[src/verilog/mem_endpoint_pkg.sv]
package mem_endpoint_pkg;

  // ------------------------------------------------------------------------
  // Sizes
  // ------------------------------------------------------------------------

  localparam int dword_width        = 64;
  localparam int paddr_width        = 20;
  localparam int src_id_width       = 4;
  localparam int scratch_words      = 64;
  localparam int scratch_idx_width  = 6;
  // Byte offset inside one dword
  localparam int dword_offset_width = 3;

  // Route-order queue in the merger
  localparam int order_depth     = 4;
  localparam int order_ptr_width = 2;
  localparam int order_cnt_width = 3;
  localparam logic [order_cnt_width-1:0] order_depth_cnt = order_cnt_width'(order_depth);

  // ------------------------------------------------------------------------
  // Message types and header
  // ------------------------------------------------------------------------

  // The reserved encodings never reach the scratch memory
  typedef enum logic [1:0] {
    e_mem_rd    = 2'b00,
    e_mem_wr    = 2'b01,
    e_mem_rsvd2 = 2'b10,
    e_mem_rsvd3 = 2'b11
  } mem_msg_e;

  typedef struct packed {
    mem_msg_e                  msg_type;
    logic [paddr_width-1:0]    addr;
    logic [src_id_width-1:0]   src_id;
  } mem_header_t;

  // Response held in the scratch executor buffer
  typedef struct packed {
    mem_header_t               header;
    logic [dword_width-1:0]    data;
  } mem_scratch_rsp_t;

  typedef enum logic {
    e_route_scratch  = 1'b0,
    e_route_loopback = 1'b1
  } mem_route_e;

  // An address hits the scratch memory when every bit above the index is zero
  function automatic logic in_scratch_range(logic [paddr_width-1:0] addr);
    return addr[paddr_width-1:scratch_idx_width+dword_offset_width] == '0;
  endfunction

  function automatic logic [scratch_idx_width-1:0] scratch_index(logic [paddr_width-1:0] addr);
    return addr[scratch_idx_width+dword_offset_width-1:dword_offset_width];
  endfunction

endpackage

[src/verilog/mem_fwd_decode.sv]
`timescale 1ns/10ps

module mem_fwd_decode (
  // Forward request from the top
  input  mem_endpoint_pkg::mem_header_t            fwd_header_i,
  input  logic [mem_endpoint_pkg::dword_width-1:0] fwd_data_i,
  input  logic                                     fwd_v_i,
  output logic                                     fwd_ready_o,

  // Scratch memory link
  output mem_endpoint_pkg::mem_header_t            scr_header_o,
  output logic [mem_endpoint_pkg::dword_width-1:0] scr_data_o,
  output logic                                     scr_v_o,
  input  logic                                     scr_ready_i,

  // Tie-off link carries no payload
  output mem_endpoint_pkg::mem_header_t            lpb_header_o,
  output logic                                     lpb_v_o,
  input  logic                                     lpb_ready_i,

  // Route tag into the merger order queue
  output mem_endpoint_pkg::mem_route_e             route_o,
  output logic                                     route_v_o,
  input  logic                                     route_ready_i
);

  logic is_mem_op;
  logic to_scratch;
  logic path_ready;
  logic issue;

  // ------------------------------------------------------------------------
  // Classification
  // ------------------------------------------------------------------------

  assign is_mem_op = (fwd_header_i.msg_type == mem_endpoint_pkg::e_mem_rd) ||
                     (fwd_header_i.msg_type == mem_endpoint_pkg::e_mem_wr);

  assign to_scratch = is_mem_op && mem_endpoint_pkg::in_scratch_range(fwd_header_i.addr);

  assign route_o = to_scratch ? mem_endpoint_pkg::e_route_scratch
                              : mem_endpoint_pkg::e_route_loopback;

  // ------------------------------------------------------------------------
  // Steering
  // ------------------------------------------------------------------------

  // Ready looks at the header only, never at valid
  assign path_ready  = to_scratch ? scr_ready_i : lpb_ready_i;
  assign fwd_ready_o = path_ready && route_ready_i;

  // The executor and the order queue take the request in the same cycle
  assign issue = fwd_v_i && fwd_ready_o;

  assign scr_v_o   = issue && to_scratch;
  assign lpb_v_o   = issue && !to_scratch;
  assign route_v_o = issue;

  assign scr_header_o = fwd_header_i;
  assign scr_data_o   = fwd_data_i;
  assign lpb_header_o = fwd_header_i;

endmodule

[config.mk]
export PLATFORM = sky130hd
export DESIGN_NAME = mem_fwd_decode
export DESIGN_NICKNAME = d
export VERILOG_FILES = /design/src/verilog/mem_endpoint_pkg.sv /design/src/verilog/mem_fwd_decode.sv
export SDC_FILE = /design/constraint.sdc
export NUM_CORES = 1
export LEC_CHECK = 0
export BUFFER_PORTS_ARGS = -buffer_cell sky130_fd_sc_hd__buf_2
export CAP_MARGIN = 20
export CELL_PAD_IN_SITES_DETAIL_PLACEMENT = 1
export CELL_PAD_IN_SITES_GLOBAL_PLACEMENT = 1
export CORE_MARGIN = 4
export CORE_UTILIZATION = 13
export DETAILED_ROUTE_END_ITERATION = 8
export PLACE_DENSITY = 0.95
export SYNTH_ARGS = -nofsm -noshare
export SYNTH_HDL_FRONTEND = slang
export SYNTH_SLANG_ARGS = --single-unit
export TNS_END_PERCENT = 100
[constraint.sdc]
create_clock -name vclk -period 1.6
set_clock_uncertainty 0.1 [all_clocks]
set_input_delay 0 -clock vclk [all_inputs]
set_output_delay 0 -clock vclk [all_outputs]
set_load 0.05 [all_outputs]
==> results.json <==
{
  "drt-initial-drc-count": 0,
  "synthMostInstantiatedCell": "buf_4",
  "syn_area_per_cell_sq_um": 7.324,
  "outcome": "complete, no violations",
  "synth_area_leader_cell": "buf_4",
  "yosysSeqAreaShare_pct": 0,
  "fillers": 818,
  "vias": 739,
  "finalCriticalPeriod_ns": 1.373,
  "antenna_found_initial": 0,
  "synth_nets": 224,
  "p_per_area_nw_per_um2": 674.6,
  "slew_headroom_pct": 30.88,
  "core-area_sq_um": 6944,
  "synth_commonest_cells": "116 x buf_4, 3 x nor4_1, 2 x mux2i_1, 2 x nand2_1, 2 x nand3_1",
  "setup_tns_ns": 0,
  "ir_worst_vdd_v": 0.0001695,
  "yosys_warnings": 0,
  "die_w_um": 93.58,
  "report.final.hold_viol_count": 0,
  "syn_area_sq_um": 952.2,
  "num_rows": 30,
  "cp-start-kind": "primary input",
  "drt_pass1_iterations": 1,
  "cp.arrival_ns": 1.27,
  "layout-drive-gt1-share_pct": 34.56,
  "worstPathRequired_ns": 1.50,
  "syn2layout_area_growth_pct": 26.28,
  "post_cts_buffers": 0,
  "ys_types": 10,
  "crit_chain": "buf_2 > nor4_1 > and3_1 > mux2i_1 > buf_2",
  "slew_violations": 0,
  "maxCapViolCount": 0,
  "hold_start": "fwd_header_i[21]",
  "setup_viol": 0,
  "chipHeight_um": 93.58,
  "yosys-top-cells-area": "buf_4 91%, mux2i_1 2.1%, nor4_1 2.0%, nand3_1 1.1%, nand2_1 0.79%",
  "max_freq_ghz": 0.7286,
  "clkbuf_count": 0,
  "cts_resized": 0,
  "cp-startpoint": "fwd_header_i[20]",
  "initial_core_util_pct": 13.71,
  "critPathMaxStageDelay_ns": 0.33,
  "grt_pass1_wl_mm": 4.464,
  "ant_nets": 0,
  "cp_top_family": "simple AND/OR/NAND/NOR gates",
  "endpoint_kind": "output pin",
  "crit_fanout": 4,
  "multi_input_area_sq_um": 72.57,
  "nFlopsAndLatches": 0,
  "grt_pass1_vias": 835,
  "dieArea_sq_um": 8757,
  "gp_congestion": 0.4404,
  "worstHoldPathType": "primary input to output pin",
  "critPathKind": "primary input to output pin",
  "syn-instance-count": 130,
  "dp_hpwl_mm": 2.037,
  "path_buf_inv": 2,
  "antenna-diode-count": 0,
  "dp.cells": 154,
  "seqCellArea_sq_um": 0,
  "grt_max_degree": 5,
  "wirelength_mm": 3.513,
  "drc_errors": 0,
  "wire_per_inst_um": 15.14,
  "final_net_count": 232,
  "io_buffers": 45,
  "fin_crit_sh_pct": 85.78,
  "postLayoutCoreUtil_pct": 17.32,
  "avgViaCountPerCell": 3.185,
  "layoutNonFillerInstCount": 232,
  "grt_overflow_total": 0,
  "crit_top_cell": "buf_2",
  "io_pins": 215,
  "synth_top_area_share_pct": 91.46,
  "p_leak_uw": 0.0005291,
  "worst-slew-pin-transition_ns": 1.033,
  "slowest_stage": "nor4_1",
  "rsz0062_at_grt": "false",
  "grtUsageTotal_pct": 6.270
}
cell usage in the layout (no fill, tap or decap):
cell and count:
nor4_1 3, nor2_1 1, nor2_2 1, and3_1 1, nand2_1 2, nand3_1 2, inv_2 1, buf_2 45
dlygate4sd3_1 78, mux2i_1 2
metrics by stage:
| stage | power (uW) | hold slack [ns] | cell area, sq um | setup WS (ns) |
|---|---|---|---|---|
| finish | 811.2 | 0.2130 | 1202 | 0.2275 |
| global route | 834.2 | 0.2211 | 1202 | 0.1265 |
| CTS | 813.8 | 0.2130 | 1202 | 0.1830 |
| detailed placement | 201.1 | -0.09966 | 421.7 | 0.1836 |
| global placement | 197.7 | -0.09966 | 421.7 | 0.2145 |
| floorplan | 799.1 | 0.06705 | 952.2 | 0.1031 |
report_power, final:
part,internal [uW],total (uW),switching [uW]
Combinational,170,811,641
Sequential,0,0,0
Clock,0,0,0
Total,170,811,641
metal layers:
metal,wire [um],global-route usage [%]
met2,2158,15.96
met1,717,3.592
met4,0,0
met3,637,2.655
met5,0,0
kinds of logic after synthesis:
group                  share of synthesized area [%]
buffers and inverters                          92.38
multiplexers                                   2.103
AND/OR/NAND/NOR                                5.520
what timing repair did:
item | in CTS | in global routing
hold endpoints to repair | 92 | 0
endpoints found under the setup margin | 0 | 0
hold buffers | 78 | 0
final timing paths:
path	cells past startpoint	slack (ns)	end
hold / removal	2	0.21	lpb_header_o[21]
setup / recovery	5	0.23	route_v_o
layout make-up:
cell class | instances | area share [%]
inverters | 1 | 0.3122
well taps | 96 | 9.990
multi-input cells | 12 | 6.035
repair buffers | 123 | 83.66
Note: power is estimated with default switching activity, not from simulation.
