--- src/verilog/mem_endpoint_pkg.sv ---
package mem_endpoint_pkg;

  // ------------------------------------------------------------------------
  // Sizes
  // ------------------------------------------------------------------------

  localparam int dword_width        = 64;
  localparam int paddr_width        = 20;
  localparam int src_id_width       = 4;
  localparam int scratch_words      = 64;
  localparam int scratch_idx_width  = 6;
  // Byte offset inside one dword
  localparam int dword_offset_width = 3;

  // Route-order queue in the merger
  localparam int order_depth     = 4;
  localparam int order_ptr_width = 2;
  localparam int order_cnt_width = 3;
  localparam logic [order_cnt_width-1:0] order_depth_cnt = order_cnt_width'(order_depth);

  // ------------------------------------------------------------------------
  // Message types and header
  // ------------------------------------------------------------------------

  // The reserved encodings never reach the scratch memory
  typedef enum logic [1:0] {
    e_mem_rd    = 2'b00,
    e_mem_wr    = 2'b01,
    e_mem_rsvd2 = 2'b10,
    e_mem_rsvd3 = 2'b11
  } mem_msg_e;

  typedef struct packed {
    mem_msg_e                  msg_type;
    logic [paddr_width-1:0]    addr;
    logic [src_id_width-1:0]   src_id;
  } mem_header_t;

  // Response held in the scratch executor buffer
  typedef struct packed {
    mem_header_t               header;
    logic [dword_width-1:0]    data;
  } mem_scratch_rsp_t;

  typedef enum logic {
    e_route_scratch  = 1'b0,
    e_route_loopback = 1'b1
  } mem_route_e;

  // An address hits the scratch memory when every bit above the index is zero
  function automatic logic in_scratch_range(logic [paddr_width-1:0] addr);
    return addr[paddr_width-1:scratch_idx_width+dword_offset_width] == '0;
  endfunction

  function automatic logic [scratch_idx_width-1:0] scratch_index(logic [paddr_width-1:0] addr);
    return addr[scratch_idx_width+dword_offset_width-1:dword_offset_width];
  endfunction

endpackage

--- src/verilog/mem_rev_merge.sv ---
`timescale 1ns/10ps

module mem_rev_merge (
  input  logic                                     clk_i,
  input  logic                                     rst_n_i,

  input  mem_endpoint_pkg::mem_route_e             route_i,
  input  logic                                     route_v_i,
  output logic                                     route_ready_o,

  input  mem_endpoint_pkg::mem_header_t            scr_header_i,
  input  logic [mem_endpoint_pkg::dword_width-1:0] scr_data_i,
  input  logic                                     scr_v_i,
  output logic                                     scr_yumi_o,

  input  mem_endpoint_pkg::mem_header_t            lpb_header_i,
  input  logic [mem_endpoint_pkg::dword_width-1:0] lpb_data_i,
  input  logic                                     lpb_v_i,
  output logic                                     lpb_yumi_o,

  output mem_endpoint_pkg::mem_header_t            rev_header_o,
  output logic [mem_endpoint_pkg::dword_width-1:0] rev_data_o,
  output logic                                     rev_v_o,
  input  logic                                     rev_ready_i
);

  mem_endpoint_pkg::mem_route_e order_q [mem_endpoint_pkg::order_depth];

  logic [mem_endpoint_pkg::order_ptr_width-1:0] wr_ptr_q;
  logic [mem_endpoint_pkg::order_ptr_width-1:0] rd_ptr_q;
  logic [mem_endpoint_pkg::order_cnt_width-1:0] count_q;

  mem_endpoint_pkg::mem_route_e head;
  logic                         not_empty;
  logic                         push;
  logic                         pop;

  // ------------------------------------------------------------------------
  // Route-order queue
  // ------------------------------------------------------------------------

  assign route_ready_o = count_q != mem_endpoint_pkg::order_depth_cnt;
  assign not_empty     = count_q != '0;
  assign head          = order_q[rd_ptr_q];

  assign push = route_v_i && route_ready_o;
  assign pop  = rev_v_o && rev_ready_i;

  always_ff @(posedge clk_i) begin
    if (push) begin
      order_q[wr_ptr_q] <= route_i;
    end
  end

  // Pointers wrap on their own since the depth is a power of two
  always_ff @(posedge clk_i or negedge rst_n_i) begin
    if (!rst_n_i) begin
      wr_ptr_q <= '0;
      rd_ptr_q <= '0;
      count_q  <= '0;
    end else begin
      if (push) begin
        wr_ptr_q <= wr_ptr_q + 1'b1;
      end
      if (pop) begin
        rd_ptr_q <= rd_ptr_q + 1'b1;
      end
      case ({push, pop})
        2'b10:   count_q <= count_q + 1'b1;
        2'b01:   count_q <= count_q - 1'b1;
        default: count_q <= count_q;
      endcase
    end
  end

  // ------------------------------------------------------------------------
  // Response select
  // ------------------------------------------------------------------------

  // Only the path named at the head may drive the reverse port
  always_comb begin
    if (head == mem_endpoint_pkg::e_route_scratch) begin
      rev_header_o = scr_header_i;
      rev_data_o   = scr_data_i;
      rev_v_o      = not_empty && scr_v_i;
    end else begin
      rev_header_o = lpb_header_i;
      rev_data_o   = lpb_data_i;
      rev_v_o      = not_empty && lpb_v_i;
    end
  end

  assign scr_yumi_o = pop && (head == mem_endpoint_pkg::e_route_scratch);
  assign lpb_yumi_o = pop && (head == mem_endpoint_pkg::e_route_loopback);

endmodule

--- config.mk ---
export PLATFORM = sky130hd
export DESIGN_NAME = mem_rev_merge
export DESIGN_NICKNAME = d
export VERILOG_FILES = /design/src/verilog/mem_endpoint_pkg.sv /design/src/verilog/mem_rev_merge.sv
export SDC_FILE = /design/constraint.sdc
export NUM_CORES = 1
export LEC_CHECK = 0
export BUFFER_PORTS_ARGS = -buffer_cell sky130_fd_sc_hd__buf_2
export CAP_MARGIN = 10
export CORE_AREA = 2 2 110 112
export CTS_CLUSTER_SIZE = 40
export DETAILED_ROUTE_END_ITERATION = 10
export DIE_AREA = 0 0 112 114
export GPL_TIMING_DRIVEN = 0
export PLACE_DENSITY = 0.48
export REMOVE_ABC_BUFFERS = 1
export SLEW_MARGIN = 20
export SYNTH_ARGS = -nofsm -noshare
export SYNTH_HDL_FRONTEND = slang
export SYNTH_SLANG_ARGS = --single-unit
--- constraint.sdc ---
create_clock -name clk_i -period 2.5 [get_ports clk_i]
set_input_delay 0.25 -clock clk_i [delete_from_list [all_inputs] [get_ports clk_i]]
set_output_delay 0.25 -clock clk_i [all_outputs]
set_load 0.02 [all_outputs]
==> run_results.csv <==
group,metric,value,unit
clocking,clk_path_buf_depth,2,
global_routing,overflow,0,
run,cap_violations,0,
place,gp_congestion,0.775,
setup_path,endpoint_kind,"output pin",
finish,fin_util,29.9,%
die,die-area,12800,um^2
finish,fin_cells,584,
setup_path,worstPathArrival,2.14,ns
timing,max_freq,419,MHz
routing,antenna_left,0,
setup_path,critPathBufInv,4,
timing,tightest_slew,0.270,ns
routing,wirelength,8.22,mm
synthesis,yosysWarnings,0,
global_routing,grt_pass1_wl,11.2,mm
clocking,cts_buffers,3,
synthesis,ys_seq_area_share,17.2,%
place,pre_cts_ws,-0.0293,ns
routing,drc,0,
setup_path,critPathKind,"reg2out",
place,io_buffers,280,
finish,diodes,0,
finish,nNetsFinal,631,
finish,synthToLayoutAreaGrowth,104,%
timing,setup_viol,0,
timing,setup_slack,0.115,ns
pwr,powerDensity,1070,nW/um^2
setup_path,crit_path_top_delay_cell,"dfrtp_2",
die,rows,40,
pwr,leakagePower,0.00188,uW
routing,drt_iter0_drc,54,
setup_path,cp_top_family,"multiplexers",
global_routing,grt_pass1_vias,2095,
pwr,peakVddDrop,479,uV
routing,firstDrtPassIters,4,
clocking,cts_htree_levels,1,
synthesis,avgSynthCellArea,11.3,um^2
setup_path,max_stage_delay,0.45,ns
global_routing,grt_use_total,11.1,%
synthesis,synthCells,152,
timing,period_needed,2.39,ns
routing,vias_per_cell,3.94,
place,hpwl,7.53,mm
timing,relSlewSlack,81.9,%
synthesis,ys_types,24,
timing,timing.final.crit_share,95.4,%
clocking,cts_tree,"yes",
run_status,status,"finished, final reports clean",
setup_path,path_max_fanout,21,
die,coreArea,11700,um^2
timing,holdWs,0.245,ns
finish,fillers,1247,
die,ios,281,
clocking,cts_sinks,11,
die,die_y,114,um
routing,vias,2303,
setup_path,crit_chain,"mux2i_4 > mux2i_4 > buf_4 > buf_16 > buf_16 > mux2_1 > buf_2",
global_routing,grt_start_max_net_pins,22,
hold_path,holdCritPathClass,"in2reg",
setup_path,worst_ep_required_time,2.25,ns
die,initial_utilization,14.7,%
clocking,clk_latency,0.23,ns
place,place_inst,574,
finish,drive_above_1_share,73.5,%
synthesis,ys_seq_elements,11,
timing,timing.final.hold_violations,0,
global_routing,antenna_found_initial,0,
routing,wire_per_inst,14.1,um
die,die_x,112,um
clocking,root_buffer,"clkbuf_16",
timing,clock-skew-final,0.00124,ns
setup_path,worstSetupStartpointType,"flip-flop",
pwr,power,3750,uW
synthesis,syn-cell-area,1720,um^2
timing,rsz0062_at_grt,"no",
clocking,clk_pin_slew,0.04,ns
timing,drv_slew,0,
area by class of cell:
cell class	instances	area (um^2)	share of cell area, %
flip-flops and latches	11	297	8.48
well taps	147	184	5.26
inverters	6	22.5	0.644
clock buffers	4	78.8	2.25
repair buffers	291	1560	44.6
multi-input cells	125	1360	38.7
state kept, by name (all words and copies together) (netlist names):
register  count
count_q       3
order_q       4
wr_ptr_q      2
rd_ptr_q      2
worst reg2reg max path, delay by kind of cell, from the launching register on:
family,cells,cell delay (ns)
xor+xnor,2,0.30
mux,3,0.53
flops,1,0.43
simple gates,2,0.21
buf+inv,2,0.21
fa+ha+maj,2,0.55
final timing paths:
path	from	endpoint	slack [ns]	depth (start not counted)
max in group asynchronous	rst_n_i	rd_ptr_q[1]	1.94	2
hold reg to reg	count_q[0]	count_q[0]	0.50	1
setup reg to reg	rd_ptr_q[1]	count_q[2]	0.17	11
setup / recovery	rd_ptr_q[1]	rev_data_o[22]	0.11	7
min in group asynchronous	rst_n_i	count_q[0]	0.38	2
hold / removal	route_i	order_q[2]	0.24	1
per-layer routing:
metal	global-route usage (%)	wire, um	vias to the layer above
met1	15.0	3480	1070
met4	1.14	19	0
met5	0	0	-
met3	1.65	527	2
met2	19.6	4200	99
li1	-	-	1132
timing repair:
action,CTS,global route
hold buffers,1,0
endpoints found under the hold margin,7,0
resized for setup,0,5
buffers inserted,2,3
gates cloned,0,0
setup endpoints to repair,57,3
synthesized netlist by cell type, drive strengths merged:
cell type  number  area (um^2)
ha              5         62.6
o31ai           1         7.51
edfxtp          4          120
nand3           1         5.00
nand2b          1         6.26
mux2i           7         73.8
mux2           91         1020
o21ai           1         5.00
nor3            1         5.00
xnor2           2         17.5
nor2            3         11.3
buf            10         77.6
xor2            3         26.3
nor3b           2         15.0
fa              1         20.0
and3            4         25.0
and2            1         6.26
dfrtp           7          175
inv             6         22.5
and4b           1         10.0
cell usage in the layout (no fill, tap or decap), drive strengths merged:
master / synthesis / routed
and2: 1 / 1
and3: 4 / 4
and4b: 1 / 1
buf: 10 / 290
clkbuf: 0 / 4
dfrtp: 7 / 7
dlygate4sd3: 0 / 1
edfxtp: 4 / 4
fa: 1 / 1
ha: 5 / 5
inv: 6 / 6
mux2: 91 / 91
mux2i: 7 / 7
nand2b: 1 / 1
nand3: 1 / 1
nor2: 3 / 3
nor3: 1 / 1
nor3b: 2 / 2
o21ai: 1 / 1
o31ai: 1 / 1
xnor2: 2 / 2
xor2: 3 / 3
per-stage QoR:
| stage | area, um^2 | setup TNS (ns) |
|---|---|---|
| after floorplan | 1640 | -192.16 |
| after global placement | 3220 | -302.48 |
| after detailed placement | 3350 | -0.0293 |
| after CTS | 3450 | 0 |
| after global routing | 3500 | 0 |
| final | 3500 | 0 |
cell families after synthesis:
family	Yosys count	synth area share [%]
buffers and inverters	16	5.83
AND/OR/NAND/NOR	14	4.88
multiplexers	98	64.0
AO/OA/AOI/OAI	2	0.729
flip-flops	11	17.2
XOR/XNOR	5	2.55
adder cells (fa/ha/maj)	6	4.81
power by group:
part	internal, uW	switching [uW]	total [uW]
registers	268	77.0	344
logic	1460	1660	3120
clock network	214	74.5	288
Power figures use the tool's default switching activity.
