`config.mk`:
```
export PLATFORM = sky130hd
export DESIGN_NAME = mem_loopback
export DESIGN_NICKNAME = d
export VERILOG_FILES = /design/src/verilog/mem_endpoint_pkg.sv /design/src/verilog/mem_loopback.sv /design/src/verilog/mem_one_fifo.sv
export SDC_FILE = /design/constraint.sdc
export NUM_CORES = 1
export LEC_CHECK = 0
export ABC_AREA = 0
export BUFFER_PORTS_ARGS = -buffer_cell sky130_fd_sc_hd__buf_2
export CAP_MARGIN = 30
export CORE_AREA = 4 4 63 65
export CTS_CLUSTER_SIZE = 12
export DETAILED_ROUTE_END_ITERATION = 12
export DIE_AREA = 0 0 67 69
export GPL_ROUTABILITY_DRIVEN = 0
export HOLD_SLACK_MARGIN = 0.02
export MAX_ROUTING_LAYER = met4
export PLACE_DENSITY = 0.83
export SETUP_SLACK_MARGIN = 0.02
export SLEW_MARGIN = 15
export SYNTH_ARGS = -nofsm -noshare
export SYNTH_HDL_FRONTEND = slang
export SYNTH_SLANG_ARGS = --single-unit
```
`constraint.sdc`:
```
create_clock -name clk_i -period 3.27 [get_ports clk_i]
set_input_delay 0.327 -clock clk_i [delete_from_list [all_inputs] [get_ports clk_i]]
set_output_delay 0.327 -clock clk_i [all_outputs]
set_load 0.03 [all_outputs]
```
`src/verilog/mem_endpoint_pkg.sv`:
```
package mem_endpoint_pkg;

  // ------------------------------------------------------------------------
  // Sizes
  // ------------------------------------------------------------------------

  localparam int dword_width        = 64;
  localparam int paddr_width        = 20;
  localparam int src_id_width       = 4;
  localparam int scratch_words      = 64;
  localparam int scratch_idx_width  = 6;
  // Byte offset inside one dword
  localparam int dword_offset_width = 3;

  // Route-order queue in the merger
  localparam int order_depth     = 4;
  localparam int order_ptr_width = 2;
  localparam int order_cnt_width = 3;
  localparam logic [order_cnt_width-1:0] order_depth_cnt = order_cnt_width'(order_depth);

  // ------------------------------------------------------------------------
  // Message types and header
  // ------------------------------------------------------------------------

  // The reserved encodings never reach the scratch memory
  typedef enum logic [1:0] {
    e_mem_rd    = 2'b00,
    e_mem_wr    = 2'b01,
    e_mem_rsvd2 = 2'b10,
    e_mem_rsvd3 = 2'b11
  } mem_msg_e;

  typedef struct packed {
    mem_msg_e                  msg_type;
    logic [paddr_width-1:0]    addr;
    logic [src_id_width-1:0]   src_id;
  } mem_header_t;

  // Response held in the scratch executor buffer
  typedef struct packed {
    mem_header_t               header;
    logic [dword_width-1:0]    data;
  } mem_scratch_rsp_t;

  typedef enum logic {
    e_route_scratch  = 1'b0,
    e_route_loopback = 1'b1
  } mem_route_e;

  // An address hits the scratch memory when every bit above the index is zero
  function automatic logic in_scratch_range(logic [paddr_width-1:0] addr);
    return addr[paddr_width-1:scratch_idx_width+dword_offset_width] == '0;
  endfunction

  function automatic logic [scratch_idx_width-1:0] scratch_index(logic [paddr_width-1:0] addr);
    return addr[scratch_idx_width+dword_offset_width-1:dword_offset_width];
  endfunction

endpackage

```
`src/verilog/mem_loopback.sv`:
```
`timescale 1ns/10ps

module mem_loopback (
  input  logic                                     clk_i,
  input  logic                                     rst_n_i,

  input  mem_endpoint_pkg::mem_header_t            req_header_i,
  input  logic                                     req_v_i,
  output logic                                     req_ready_o,

  output mem_endpoint_pkg::mem_header_t            rsp_header_o,
  output logic [mem_endpoint_pkg::dword_width-1:0] rsp_data_o,
  output logic                                     rsp_v_o,
  input  logic                                     rsp_yumi_i
);

  // Bad addresses and reserved types drain here so the network
  // never waits on a request that has no real target
  mem_one_fifo #(
    .payload_t(mem_endpoint_pkg::mem_header_t)
  ) echo_buffer (
    .clk_i  (clk_i),
    .rst_n_i(rst_n_i),

    .data_i (req_header_i),
    .v_i    (req_v_i),
    .ready_o(req_ready_o),

    .data_o (rsp_header_o),
    .v_o    (rsp_v_o),
    .yumi_i (rsp_yumi_i)
  );

  // The echoed header always comes back with an empty payload
  assign rsp_data_o = '0;

endmodule

```
`src/verilog/mem_one_fifo.sv`:
```
`timescale 1ns/10ps

module mem_one_fifo #(
  parameter type payload_t = logic
) (
  input  logic     clk_i,
  input  logic     rst_n_i,

  input  payload_t data_i,
  input  logic     v_i,
  output logic     ready_o,

  output payload_t data_o,
  output logic     v_o,
  input  logic     yumi_i
);

  logic     full_q;
  payload_t data_q;

  // Only an empty buffer takes a new entry, so the input side never
  // sees the output side within one cycle
  assign ready_o = ~full_q;

  always_ff @(posedge clk_i or negedge rst_n_i) begin
    if (!rst_n_i) begin
      full_q <= 1'b0;
    end else if (v_i && ready_o) begin
      full_q <= 1'b1;
    end else if (yumi_i) begin
      full_q <= 1'b0;
    end
  end

  always_ff @(posedge clk_i) begin
    if (v_i && ready_o) begin
      data_q <= data_i;
    end
  end

  assign data_o = data_q;
  assign v_o    = full_q;

endmodule

```
==> results.toml, run 1 <==
[placement]
pre_cts_ws_ps = 2100
hpwl_mm = 1.73
place_area_mm2 = 0.00142
dp.cells = 198
port-buffer-count = 57

[route]
num_vias = 650
first_pass_iters = 4
ant_nets = 0
wirelength_mm = 2.02
avgRoutedWirePerCell_um = 9.93
drc = 0
first_iter_violations = 35
vias_per_cell = 3.20

[clock_network]
cts_tree = "yes"
clock_latency_ps = 300
cts_root_buffer = "clkbuf_4"
clk_path_buf_depth = 2
h-tree-depth = 1
cts_sinks = 27
cts_resized = 0
cts_buffers = 3
cts_setup_buffers = 0
clk_pin_slew_ps = 120

[cells_and_area]
drive_gt1_share_pct = 40.1
stdcell_count = 203
fin_nets = 188
area_growth_pct = 10.9
design_area_mm2 = 0.00145
finalCoreUtilization_pct = 43.5
n_antenna_cell = 0

[yosys]
synth-xor-area-share_pct = 0
yosysSeqAreaShare_pct = 61.5
yosysUniqueCellTypes = 7
ys_ff_latch = 27
synthCells = 95
synth_top_family_by_area = "buffers and inverters"
syn-cell-area_mm2 = 0.00131
synth_compound_area_share_pct = 0.573
avgSynthCellArea_um2 = 13.8
synthMuxAreaShare_pct = 0
synth_fa_ha_area_share_pct = 0
ys_warn_count = 0
synth-simple-area-share_pct = 0.669

[worst_setup_path]
cp-end-kind = "output pin"
cp_cell_sequence = "inv_2, buf_2"
cp-start-kind = "flip-flop"
r2r-end = "echo_buffer.data_o[8]"
path_delay_family = "flip-flops"
worst-path-stages = 2
path_buf_inv = 2
crit_slowest_cell = "dfrtp_1"
setup.worst_path.start = "echo_buffer.v_o"
arrival_ps = 970
crit_fanout = 3
crit_required_ps = 2940
critical_path_class = "reg2out"
r2r_cells = 2
crit_end = "req_ready_o"
slowest_delay_ps = 420
r2r_slack_ps = 2120
reg2reg_from = "echo_buffer.v_o"

[floorplanning]
rows = 21
die_h_um = 69
core_area_mm2 = 0.00334
fp.dieArea_mm2 = 0.00462
start_util_pct = 39.3
pin_count = 122
die_w_um = 67

[global_routing]
grt_max_degree = 28
grt_pass1_wl_mm = 2.61
grt_overflow = 0
grt_usage_pct = 7.78
grt_pass1_vias = 539
grt_antenna_before_repair = 0

[sta]
finalHoldViolCount = 0
maxSlewViolCount = 0
fmax_ghz = 0.771
finalCriticalPeriod_ps = 1300
rsz0062_at_grt = "no"
setup_tns_ps = 0
skew_ps = 1.80
finalCritPeriodShare_pct = 39.6
setup_viol = 0
setup_ws_ps = 1970

[hold_path]
min_path_type = "in2reg"

[pwr]
powerDensity_mw_per_mm2 = 519
ir_worst_vdd_v = 0.000124
power.leakage_uw = 0.000723

[outcome]
status = "finished, final reports clean"

[job]
drv_cap = 0
==> area by class of cell <==
type                    instances  area, µm²
well taps                      46       57.6
flip-flops and latches         27        806
clock buffers                   4       26.3
inverters                       1       3.75
fillers                       325       1880
repair buffers                 59        303
multi-input cells              66        256
==> registers in the layout, indices dropped and copies added (netlist names) <==
| signal | cells |
|---|---|
| echo_buffer.data_o | 26 |
| echo_buffer.v_o | 1 |
==> worst min-delay path by stage <==
stage / startpoint / to / slack (ps) / depth (start not counted)
global placement: rst_n_i / echo_buffer.v_o / 100 / 1
floorplan: rst_n_i / echo_buffer.v_o / 30 / 0
global route: req_header_i[12] / echo_buffer.data_o[12] / 160 / 1
detailed placement: rst_n_i / echo_buffer.v_o / 100 / 1
finish: rsp_yumi_i / echo_buffer.v_o / 170 / 2
CTS: rsp_yumi_i / echo_buffer.v_o / 160 / 2
==> through the flow <==
| stage | hold WS [ps] | power [µW] |
|---|---|---|
| 4_1_cts | 158 | 761 |
| 3_5_place_dp | 102 | 632 |
| 3_3_place_gp | 101 | 629 |
| 6_report | 173 | 754 |
| 5_1_grt | 156 | 793 |
| 2_1_floorplan | 31.4 | 647 |
==> cells in the final DEF, fill, tap and decap left out <==
master         synthesis  final
buf_4                 64      1
o21bai_1               1      1
dfrtp_1                1      1
conb_1                 1     64
dlygate4sd3_1          0      1
inv_2                  1      1
clkbuf_4               0      3
nor2b_2                1      1
buf_2                  0     57
clkbuf_1               0      1
edfxtp_1              26     26
==> synthesized netlist by cell type <==
master / n / area [µm²]
buf_4: 64 / 480
nor2b_2: 1 / 8.76
inv_2: 1 / 3.75
edfxtp_1: 26 / 781
dfrtp_1: 1 / 25.0
conb_1: 1 / 3.75
o21bai_1: 1 / 7.51
==> power breakdown <==
group	leakage, µW	switching (µW)	internal [µW]
Combinational	0.000451	176	32.9
Sequential	0.000257	6.17	410
Clock	0.0000150	81.6	47.5
==> logic make-up (layout without fill, tap and decap cells) <==
logic type / after synthesis / in the layout
DFF: 27 / 27
other: 1 / 64
and+or+nand+nor: 1 / 1
AOI/OAI and AO/OA: 1 / 1
buffers and inverters: 65 / 64
==> per-layer routing <==
layer | track usage [%] | vias up | routed length [µm]
li1 | - | 307 | -
met1 | 6.31 | 281 | 514
met2 | 14.8 | 60 | 1130
met3 | 1.30 | 2 | 344
met4 | 5.41 | 0 | 27
met5 | - | - | 0
==> timing repair <==
action,CTS,global route
hold endpoints to repair,1,0
setup endpoints to repair,0,0
hold buffers,1,0
(Power assumes the default switching activity.)
==> run 2, diff against run 1 <==
--- a/config.mk
+++ b/config.mk
@@ -8,14 +8,14 @@
 export ABC_AREA = 0
 export BUFFER_PORTS_ARGS = -buffer_cell sky130_fd_sc_hd__buf_2
 export CAP_MARGIN = 30
-export CORE_AREA = 4 4 63 65
+export CORE_AREA = 4 4 69 71
 export CTS_CLUSTER_SIZE = 12
 export DETAILED_ROUTE_END_ITERATION = 12
-export DIE_AREA = 0 0 67 69
+export DIE_AREA = 0 0 73 75
 export GPL_ROUTABILITY_DRIVEN = 0
 export HOLD_SLACK_MARGIN = 0.02
 export MAX_ROUTING_LAYER = met4
-export PLACE_DENSITY = 0.83
+export PLACE_DENSITY = 0.73
 export SETUP_SLACK_MARGIN = 0.02
 export SLEW_MARGIN = 15
 export SYNTH_ARGS = -nofsm -noshare
==> constraint.sdc (replaced) <==
create_clock -name clk_i -period 1.1 [get_ports clk_i]
set_input_delay 0.11 -clock clk_i [delete_from_list [all_inputs] [get_ports clk_i]]
set_output_delay 0.11 -clock clk_i [all_outputs]
set_load 0.03 [all_outputs]
==> run 2 against run 1 <==
Clock-buffer cell count stayed put. Global-route usage hardly changed. Critical path depth stayed put.
==> results.toml, run 2 (synthesis results as in run 1) <==
[cells_and_area]
largest_reg_flops = 26
drive_gt1_share_pct = 35.4
stdcell_count = 233
design_area_mm2 = 0.00174
fin_nets = 212
finalCoreUtilization_pct = 41.1
n_antenna_cell = 0
fill_cells = 407
area_growth_pct = 32.9
final_cell_mix = "conb_1 (64), buf_2 (56), edfxtp_1 (26)"
final_common_cell = "conb_1"

[worst_setup_path]
crit_required_ps = 1070
path_delay_family = "flip-flops"
worst-path-stages = 2
cp-start-kind = "flip-flop"
critical_path_class = "reg2reg"
slowest_delay_ps = 440
crit_fanout = 27
r2r_cells = 2
path_buf_inv = 1
cp_cell_sequence = "nor2b_4, buf_12"
crit_slowest_cell = "dfrtp_2"
cp-end-kind = "flip-flop"
arrival_ps = 1020

[sta]
hold_slack_ps = 30.2
rsz0062_at_grt = "yes"
finalCritPeriodShare_pct = 95.8
finalCriticalPeriod_ps = 1050
fmax_ghz = 0.949
skew_ps = 2.41
finalHoldViolCount = 0
maxSlewViolCount = 0
setup_viol = 0

[clock_network]
cts_buffers = 3
clk_path_buf_depth = 2
cts_setup_buffers = 0
clk_pin_slew_ps = 80
h-tree-depth = 1
clock_latency_ps = 260
cts_tree = "yes"
cts_sinks = 27
cts_root_buffer = "clkbuf_8"

[route]
highest_layer = "met4"
wl_met2_mm = 1.32
first_iter_violations = 19
met1Wirelength_um = 738
num_vias = 746
met3_length_um = 274
drc = 0
wirelength_mm = 2.36
first_pass_iters = 2
vias_per_cell = 3.20
avgRoutedWirePerCell_um = 10.1
ant_nets = 0

[pwr]
ir_worst_vdd_v = 0.000463
powerDensity_mw_per_mm2 = 1420
design_power_total_uw = 2470
power.leakage_uw = 0.000839

[floorplanning]
start_util_pct = 30.9
die_w_um = 73
rows = 24
die_h_um = 75
pin_count = 122
core_area_mm2 = 0.00423
fp.dieArea_mm2 = 0.00548

[placement]
place_area_mm2 = 0.00144
port-buffer-count = 57
hpwl_mm = 1.91
dp.cells = 204

[global_routing]
grt_usage_pct = 7.78
grt_max_degree = 28
grt_pass1_wl_mm = 3.05
grt_overflow = 0
grt_antenna_before_repair = 0
grt_pass1_vias = 661

[outcome]
status = "finished, final reports clean"

[job]
drv_cap = 0

[hold_path]
min_path_cells = 1
min_path_type = "in2reg"
run 2: changes by cell type in the layout (fill, tap and decap cells not counted), sizes merged:
cell	change
dlygate4sd3	+24
run 2: layout make-up:
type / count / area [µm²] / share of cell area (%)
inverter: 1 / 3.75 / 0.216
multi-input combinational: 66 / 262 / 15.0
sequential: 27 / 807 / 46.4
tap: 52 / 65.1 / 3.74
timing repair buffer: 83 / 558 / 32.1
clock buffer: 4 / 45.0 / 2.59
run 2: path summary, 6_finish.rpt:
kind	slack, ps	start	to
max	50	echo_buffer.v_o	echo_buffer.data_o[23]
max reg2reg	50	echo_buffer.v_o	echo_buffer.data_o[23]
max in group asynchronous	860	rst_n_i	echo_buffer.v_o
min	30	req_header_i[8]	echo_buffer.data_o[8]
min in group asynchronous	150	rst_n_i	echo_buffer.v_o
min reg2reg	590	echo_buffer.v_o	echo_buffer.v_o
run 2: repair_timing:
item,in CTS,in global routing
hold endpoints to repair,21,4
endpoints found under the setup margin,0,27
gates resized for setup,0,2
hold buffers,21,4
run 2: layer usage:
| metal | track usage (%) | vias to the layer above |
|---|---|---|
| met5 | - | - |
| met4 | 4.92 | 0 |
| met3 | 0.134 | 2 |
| met2 | 15.1 | 58 |
| met1 | 7.56 | 330 |
| li1 | - | 356 |
run 2: worst reg2reg max path, delay by kind of cell, from the launching register on:
kind / cells / cell delay [ps]
flip-flops: 1 / 440
AND/OR/NAND/NOR: 1 / 130
buffers and inverters: 1 / 190
run 2: power breakdown:
group	switching [µW]	internal (µW)	leakage, µW
Combinational	539	169	0.000560
Sequential	22.0	1220	0.000256
Clock	265	258	0.0000228
run 2: per-stage QoR:
step,setup TNS [ps],setup slack (ps)
finish,0,46.4
global route,0,12.2
CTS,0,25.1
detailed placement,0,45.4
global placement,0,61.1
floorplan,-6210,-234
